===== config.mk =====
export PLATFORM = sky130hd
export DESIGN_NAME = knight_drive
export DESIGN_NICKNAME = d
export VERILOG_FILES = /design/src/common/drive_pkg.sv /design/src/common/nav_pkg.sv /design/src/hw/heading_err.sv /design/src/hw/knight_drive.sv /design/src/hw/mtr_drv.sv /design/src/pid/pid.sv
export VERILOG_INCLUDE_DIRS = /design/src /design/src/common
export SDC_FILE = /design/constraint.sdc
export NUM_CORES = 1
export LEC_CHECK = 0
export BUFFER_PORTS_ARGS = -buffer_cell sky130_fd_sc_hd__buf_2
export CORE_UTILIZATION = 55
export DETAILED_ROUTE_END_ITERATION = 6
export GPL_TIMING_DRIVEN = 0
export PLACE_DENSITY = 0.79
export SYNTH_ARGS = -nofsm -noshare
export SYNTH_HDL_FRONTEND = slang
export SYNTH_HIERARCHICAL = 1
export SYNTH_SLANG_ARGS = --single-unit

===== constraint.sdc =====
create_clock -name clk -period 29.2 [get_ports clk]
set_input_delay 2.92 -clock clk [delete_from_list [all_inputs] [get_ports clk]]
set_output_delay 2.92 -clock clk [all_outputs]
set_load 0.01 [all_outputs]

===== src/common/nav_config.svh =====
// Compile-time gains and widths for the heading-hold PID and the motor drive.
`ifndef NAV_CONFIG_SVH
`define NAV_CONFIG_SVH

////////////////////////////////////////
// PID gains
////////////////////////////////////////
`define P_COEFF 16 // Proportional gain, the product is halved afterwards.
`define D_COEFF 7  // Derivative gain on the clamped three-back difference.

////////////////////////////////////////
// Datapath widths
////////////////////////////////////////
// Integrator width. Its top 9 bits form the I term.
`define INT_W 15

// PWM counter width. One period is 2**PWM_W cycles.
`define PWM_W 10

`endif


===== src/common/drive_pkg.sv =====
// Drive types for the forward command, wheel speeds and PWM counts.
`include "nav_config.svh"

package drive_pkg;

  ////////////////////////////////////////
  // Speed commands
  ////////////////////////////////////////
  typedef logic [9:0] frwrd_t;         // Forward speed, never negative.
  typedef logic signed [10:0] spd_t;   // Wheel speed, sign gives direction.

  ////////////////////////////////////////
  // PWM
  ////////////////////////////////////////
  // Duty count, compared against the free-running counter.
  typedef logic [`PWM_W-1:0] duty_t;

endpackage


===== src/common/nav_pkg.sv =====
// Navigation types for heading angles, heading errors and PID terms.
`include "nav_config.svh"

package nav_pkg;

  ////////////////////////////////////////
  // Heading side
  ////////////////////////////////////////
  // Unsigned angle, a full turn is 4096 counts.
  typedef logic [11:0] heading_t;

  // Wrapped heading difference, read as two's complement.
  typedef logic signed [11:0] error_t;

  ////////////////////////////////////////
  // PID side
  ////////////////////////////////////////
  // Error clamped to -512..511.
  typedef logic signed [9:0] err_sat_t;

  // Accumulated error. Guarded against overflow in the PID.
  typedef logic signed [`INT_W-1:0] integ_t;

endpackage


===== src/hw/heading_err.sv =====
// Heading error stage that registers the wrapped heading difference per gyro sample.
module heading_err (
  input  logic              clk,          // System clock.
  input  logic              rst_n,        // Asynchronous reset, active low.
  input  logic              hdg_vld,      // New gyro sample this cycle.
  input  nav_pkg::heading_t desired_hdg,  // Commanded heading.
  input  nav_pkg::heading_t actual_hdg,   // Measured heading.
  output nav_pkg::error_t   error,        // Held until the next sample.
  output logic              err_vld       // One-cycle pulse after hdg_vld.
);

  import nav_pkg::*;

  error_t hdg_diff; // Difference before the register.

  ////////////////////////////////////////
  // Wrapped difference
  ////////////////////////////////////////
  // Modulo 4096 falls out of the 12-bit subtract, so 4095 to 0 reads as -1.
  assign hdg_diff = error_t'(desired_hdg - actual_hdg);

  ////////////////////////////////////////
  // Output registers
  ////////////////////////////////////////
  // Error only moves on a strobe.
  always_ff @(posedge clk or negedge rst_n) begin
    if (!rst_n) begin
      error <= '0;
    end else if (hdg_vld) begin
      error <= hdg_diff; // Capture the new sample.
    end
  end

  // Strobe delayed by one cycle to line up with the error.
  always_ff @(posedge clk or negedge rst_n) begin
    if (!rst_n) begin
      err_vld <= 1'b0;
    end else begin
      err_vld <= hdg_vld;
    end
  end

endmodule


===== src/hw/knight_drive.sv =====
// Heading-hold drive top level chaining heading error, PID and motor drive.
module knight_drive (
  input  logic              clk,          // System clock.
  input  logic              rst_n,        // Asynchronous reset, active low.
  input  logic              hdg_vld,      // New gyro sample.
  input  nav_pkg::heading_t desired_hdg,
  input  nav_pkg::heading_t actual_hdg,
  input  logic              moving,       // Level, robot active.
  input  drive_pkg::frwrd_t frwrd,        // Level, forward speed.
  output drive_pkg::spd_t   lft_spd,      // Telemetry.
  output drive_pkg::spd_t   rght_spd,     // Telemetry.
  output logic              lft_pwm,
  output logic              rght_pwm,
  output logic              lft_rev,
  output logic              rght_rev
);

  import nav_pkg::*;

  error_t error;    // Registered heading error.
  logic   err_vld;  // Pulses one cycle after hdg_vld.

  ////////////////////////////////////////
  // Stages
  ////////////////////////////////////////
  heading_err heading_err_i (
    .clk         (clk),
    .rst_n       (rst_n),
    .hdg_vld     (hdg_vld),
    .desired_hdg (desired_hdg),
    .actual_hdg  (actual_hdg),
    .error       (error),
    .err_vld     (err_vld)
  );

  pid pid_i (
    .clk      (clk),
    .rst_n    (rst_n),
    .moving   (moving),
    .err_vld  (err_vld),
    .error    (error),
    .frwrd    (frwrd),
    .lft_spd  (lft_spd),
    .rght_spd (rght_spd)
  );

  mtr_drv mtr_drv_i (
    .clk      (clk),
    .rst_n    (rst_n),
    .lft_spd  (lft_spd),
    .rght_spd (rght_spd),
    .lft_pwm  (lft_pwm),
    .rght_pwm (rght_pwm),
    .lft_rev  (lft_rev),
    .rght_rev (rght_rev)
  );

endmodule


===== src/hw/mtr_drv.sv =====
// Motor drive stage producing a PWM signal and reverse flag for each wheel.
`include "nav_config.svh"

module mtr_drv (
  input  logic            clk,       // System clock.
  input  logic            rst_n,     // Asynchronous reset, active low.
  input  drive_pkg::spd_t lft_spd,   // Signed left speed.
  input  drive_pkg::spd_t rght_spd,  // Signed right speed.
  output logic            lft_pwm,
  output logic            rght_pwm,
  output logic            lft_rev,   // Left wheel turns backwards.
  output logic            rght_rev
);

  import drive_pkg::*;

  localparam duty_t DUTY_MAX = {`PWM_W{1'b1}}; // Full-on duty.

  duty_t pwm_cnt;               // Free-running, one wrap per period.
  duty_t lft_duty, rght_duty;

  // Magnitude of a speed, capped at full duty.
  function automatic duty_t spd_to_duty(input spd_t spd);
    logic [$bits(spd_t)-1:0] mag;
    mag = spd[$bits(spd_t)-1] ? $bits(spd_t)'(-spd) : $bits(spd_t)'(spd);
    return (mag > DUTY_MAX) ? DUTY_MAX : duty_t'(mag); // -1024 lands here.
  endfunction

  ////////////////////////////////////////
  // PWM counter
  ////////////////////////////////////////
  always_ff @(posedge clk or negedge rst_n) begin
    if (!rst_n) begin
      pwm_cnt <= '0;
    end else begin
      pwm_cnt <= pwm_cnt + 1'b1; // Wraps every 1024 cycles.
    end
  end

  assign lft_duty  = spd_to_duty(lft_spd);
  assign rght_duty = spd_to_duty(rght_spd);

  ////////////////////////////////////////
  // Registered outputs
  ////////////////////////////////////////
  always_ff @(posedge clk or negedge rst_n) begin
    if (!rst_n) begin
      lft_pwm  <= 1'b0;
      rght_pwm <= 1'b0;
      lft_rev  <= 1'b0;
      rght_rev <= 1'b0;
    end else begin
      lft_pwm  <= (pwm_cnt < lft_duty);   // High for lft_duty counts.
      rght_pwm <= (pwm_cnt < rght_duty);
      lft_rev  <= lft_spd[$bits(spd_t)-1];  // Sign bit.
      rght_rev <= rght_spd[$bits(spd_t)-1];
    end
  end

endmodule


===== src/pid/pid.sv =====
// PID controller that turns the heading error into left and right wheel speeds.
`include "nav_config.svh"

module pid (
  input  logic              clk,       // System clock.
  input  logic              rst_n,     // Asynchronous reset, active low.
  input  logic              moving,    // Robot active, PID enabled.
  input  logic              err_vld,   // New error this cycle.
  input  nav_pkg::error_t   error,     // Signed heading error.
  input  drive_pkg::frwrd_t frwrd,     // Forward speed the correction rides on.
  output drive_pkg::spd_t   lft_spd,   // Left wheel speed.
  output drive_pkg::spd_t   rght_spd   // Right wheel speed.
);

  import nav_pkg::*;
  import drive_pkg::*;

  localparam int P_GAIN = `P_COEFF;
  localparam int D_GAIN = `D_COEFF;

  err_sat_t           err_sat;          // Clamped error.
  logic signed [13:0] p_prod;           // err_sat times the P gain.
  logic signed [13:0] p_term;
  integ_t             err_ext;          // err_sat widened to the integrator.
  integ_t             integ_sum;
  logic               integ_ov;         // Sum would wrap.
  integ_t             integrator;
  integ_t             integrator_nxt;
  logic signed [8:0]  i_term;
  err_sat_t           hist_1, hist_2, hist_3; // Last three err_sat values.
  logic signed [10:0] d_diff;           // One bit wider so 511 - (-512) fits.
  logic signed [7:0]  d_sat;
  logic signed [13:0] d_term;
  logic signed [13:0] pid_sum;
  spd_t               pid_shft;         // Sum after the arithmetic shift by 3.
  spd_t               raw_lft, raw_rght;

  ////////////////////////////////////////
  // P term
  ////////////////////////////////////////
  assign err_sat = (error > 12'sd511)  ? 10'sd511  :
                   (error < -12'sd512) ? -10'sd512 :
                   err_sat_t'(error);

  assign p_prod = 14'(err_sat) * 14'(P_GAIN);
  assign p_term = p_prod >>> 1; // Halve.

  ////////////////////////////////////////
  // I term
  ////////////////////////////////////////
  assign err_ext   = integ_t'(err_sat); // Sign extend.
  assign integ_sum = integrator + err_ext;

  // Overflow only when both operands agree in sign and the sum does not.
  assign integ_ov = (err_ext[`INT_W-1] == integrator[`INT_W-1]) &&
                    (integ_sum[`INT_W-1] != integrator[`INT_W-1]);

  always_comb begin
    if (!moving) begin
      integrator_nxt = '0;          // Idle clears it.
    end else if (err_vld && !integ_ov) begin
      integrator_nxt = integ_sum;
    end else begin
      integrator_nxt = integrator;  // Hold, either no strobe or overflow.
    end
  end

  always_ff @(posedge clk or negedge rst_n) begin
    if (!rst_n) begin
      integrator <= '0;
    end else begin
      integrator <= integrator_nxt;
    end
  end

  assign i_term = integrator[`INT_W-1 -: 9]; // Top 9 bits.

  ////////////////////////////////////////
  // D term
  ////////////////////////////////////////
  // Three-deep history, shifts once per strobe.
  always_ff @(posedge clk or negedge rst_n) begin
    if (!rst_n) begin
      hist_1 <= '0;
      hist_2 <= '0;
      hist_3 <= '0;
    end else if (err_vld) begin
      hist_1 <= err_sat;
      hist_2 <= hist_1;
      hist_3 <= hist_2;
    end
  end

  assign d_diff = 11'(err_sat) - 11'(hist_3);

  assign d_sat = (d_diff > 11'sd127)  ? 8'sd127  :
                 (d_diff < -11'sd128) ? -8'sd128 :
                 d_diff[7:0];

  assign d_term = 14'(d_sat) * 14'(D_GAIN);

  ////////////////////////////////////////
  // Sum and wheel speeds
  ////////////////////////////////////////
  assign pid_sum  = p_term + 14'(i_term) + d_term;
  assign pid_shft = pid_sum[13:3];          // Arithmetic shift right by 3.

  assign raw_lft  = spd_t'({1'b0, frwrd}) + pid_shft;
  assign raw_rght = spd_t'({1'b0, frwrd}) - pid_shft;

  // A positive correction cannot legitimately drive the left wheel negative.
  assign lft_spd  = !moving                       ? '0           :
                    (!pid_sum[13] && raw_lft[10]) ? 11'sd1023    :
                    raw_lft;

  // Same for the right wheel with a negative correction.
  assign rght_spd = !moving                       ? '0           :
                    (pid_sum[13] && raw_rght[10]) ? 11'sd1023    :
                    raw_rght;

endmodule


==> metrics.cfg <==
[cts]
postCtsHoldBufs=0
clockBufferDepth=2
clock_sinks=72
clk_pin_slew_ns=0.06
cts_tree=built
cts_setup_buffers=0
cts_buffers=9
cts_resized=0
htreeDepth=3
clk_latency_ns=0.35
cts_root_buf=clkbuf_16

[sta]
setup_tns_ns=0
period_needed_ns=12.80
min_period_over_period_pct=43.8
setup_ws_ns=16.40
grt_setup_unrepaired=false
tightestPinTransition_ns=0.946
fmax_mhz=78.1
hold_viol_final=0
finClkSkew_ns=0.0122
setup_viol=0
slew_headroom_pct=36.8
slew_violations=0

[final_layout]
num_antenna_cells=0
final_util_pct=62.8
nNetsFinal=1141
syn_to_final_growth_pct=11.3
n_fill_cell=1210
drive_above_1_share_pct=14.4

[synth]
synth_common_cells=ha_1 (99), inv_1 (95), nor2_1 (81)
synth_edf_count=0
ys_seq_elements=72
yosys_most_used_dff=dfrtp_1
synth_area_leaders=dfrtp_1 (23%), ha_1 (16%), fa_1 (8.4%)
avgSynthCellArea_um2=8.78
synth_cell_types=73
synth.cell_area_mm2=0.00787
syn-num-nets=1066
syn_inst=896
async_flop_share_pct=100
synth_top_cell_by_area=dfrtp_1
yosys.area.top_type_share_pct=22.9
yosys_warnings=6
yosysMostFrequentCell=ha_1
ys_seq_area_share_pct=22.9

[setup_path]
cp_data_required_time_ns=26.28
crit_fanout=11
path_buf_inv=5
crit_family=compound AO/OA/AOI/OAI gates
crit_slowest_cell=a21oi_1
path_common_cell=a21oi_1
start_kind=flip-flop
arrival_ns=9.88
critical_path_class=flip-flop to output port
cp-end-kind=output port
max_stage_delay_ns=0.68

[die]
coreArea_mm2=0.0139
rows=43
die_w_um=122
pin_count=64
die_h_um=122
initial_core_util_pct=56.5
die_area_mm2=0.0148

[grt]
grt_max_degree=60
grt_first_pass_wirelength_um=29600
antenna_found_initial=0
grt.total_usage_pct=25.7
grt_pass1_vias=6378
overflow=0

[routing]
wl_um=17700
via_per_inst=5.66
wl_per_cell_um=15.3
drtIter0Drc=293
dr_total_vias=6539
ant_nets=0
drc=0
dr.pass1.iters=4

[job]
cap_violations=0

[place]
dp_hpwl_um=14300
dp_slack_ns=16.87
gp_congestion=0.963
port_buffers=63

[worst_hold_path]
hold_path.class=flip-flop to flip-flop

[status]
status=completed

[cells in the final DEF, fill, tap and decap left out, types with 9 or more instances in the layout]
cell / count
ha_1: 99
o21ai_0: 56
o21ai_1: 9
buf_2: 65
clkbuf_1: 15
nor2_1: 81
o22ai_1: 10
mux2i_1: 12
fa_1: 33
and3_1: 13
xor2_1: 19
xnor2_1: 50
a21oi_1: 64
nand3_1: 12
nor3_1: 10
a211oi_1: 9
nand2b_1: 16
o21a_1: 9
nand2_1: 55
dfrtp_1: 72
mux2_2: 25
a21o_1: 24
inv_1: 95
clkbuf_16: 9
[final timing paths]
path	from	to	slack, ns	depth (start not counted)
worst max-delay path	heading_err_i/error[10]$_DFFE_PN0P_	rght_spd[2]	16.40	34
worst min-delay path	pid_i/hist_1[9]$_DFFE_PN0P_	pid_i/hist_1[9]$_DFFE_PN0P_	0.48	1
worst min register to register	pid_i/hist_1[9]$_DFFE_PN0P_	pid_i/hist_1[9]$_DFFE_PN0P_	0.48	1
min in group asynchronous	rst_n	pid_i/integrator[9]$_DFFE_PN0P_	2.44	1
worst max register to register	heading_err_i/error[10]$_DFFE_PN0P_	mtr_drv_i/lft_pwm$_DFF_PN0_	17.94	40
max in group asynchronous	rst_n	pid_i/hist_1[9]$_DFFE_PN0P_	26.18	2
[layout make-up]
class	count	area [um^2]	share of cell area [%]
multi-input cells	706	5610	64.1
clock buffers	10	229	2.61
plain buffers	22	93.8	1.07
clock inverters	6	90.1	1.03
flip-flops and latches	72	1800	20.6
inverters	96	360	4.11
repair buffers	64	345	3.94
well taps	180	225	2.57
[kinds of logic after synthesis]
logic type | count (synthesis) | share of synthesized area, %
flip-flops | 72 | 22.9
AND/OR/NAND/NOR | 235 | 15.0
adder cells (fa/ha/maj) | 132 | 24.1
buffers and inverters | 118 | 5.77
multiplexers | 38 | 5.30
AO/OA/AOI/OAI | 232 | 19.2
XOR/XNOR | 69 | 7.68
[through the flow]
stage          cell area (um^2)  cells  hold WS [ns]
6_report                   8760   1156         0.476
5_1_grt                    8760   1156         0.491
4_1_cts                    8760   1156         0.481
3_5_place_dp               8440   1140         0.469
3_3_place_gp               8410   1139         0.461
2_1_floorplan              7870    896         0.437
[routing by layer]
layer / track usage (%) / vias up / share of wire [%]
met2: 46.4 / 148 / 50
met4: 12.7 / 0 / 4.0
met3: 4.03 / 46 / 4.1
met5: 0 / - / 0
li1: - / 3266 / -
met1: 29.3 / 3079 / 42
[state kept, by name, summed over array words and instances (netlist names)]
name	flops
mtr_drv_i/rght_pwm	1
mtr_drv_i/lft_rev	1
pid_i/hist_3	10
heading_err_i/error	12
mtr_drv_i/lft_pwm	1
pid_i/integrator	15
pid_i/hist_1	10
mtr_drv_i/pwm_cnt	10
heading_err_i/err_vld	1
mtr_drv_i/rght_rev	1
pid_i/hist_2	10
Power is left out: the tool's default activity adds up to more than one toggle a clock period on the data nets, which glitch-free logic cannot reach.
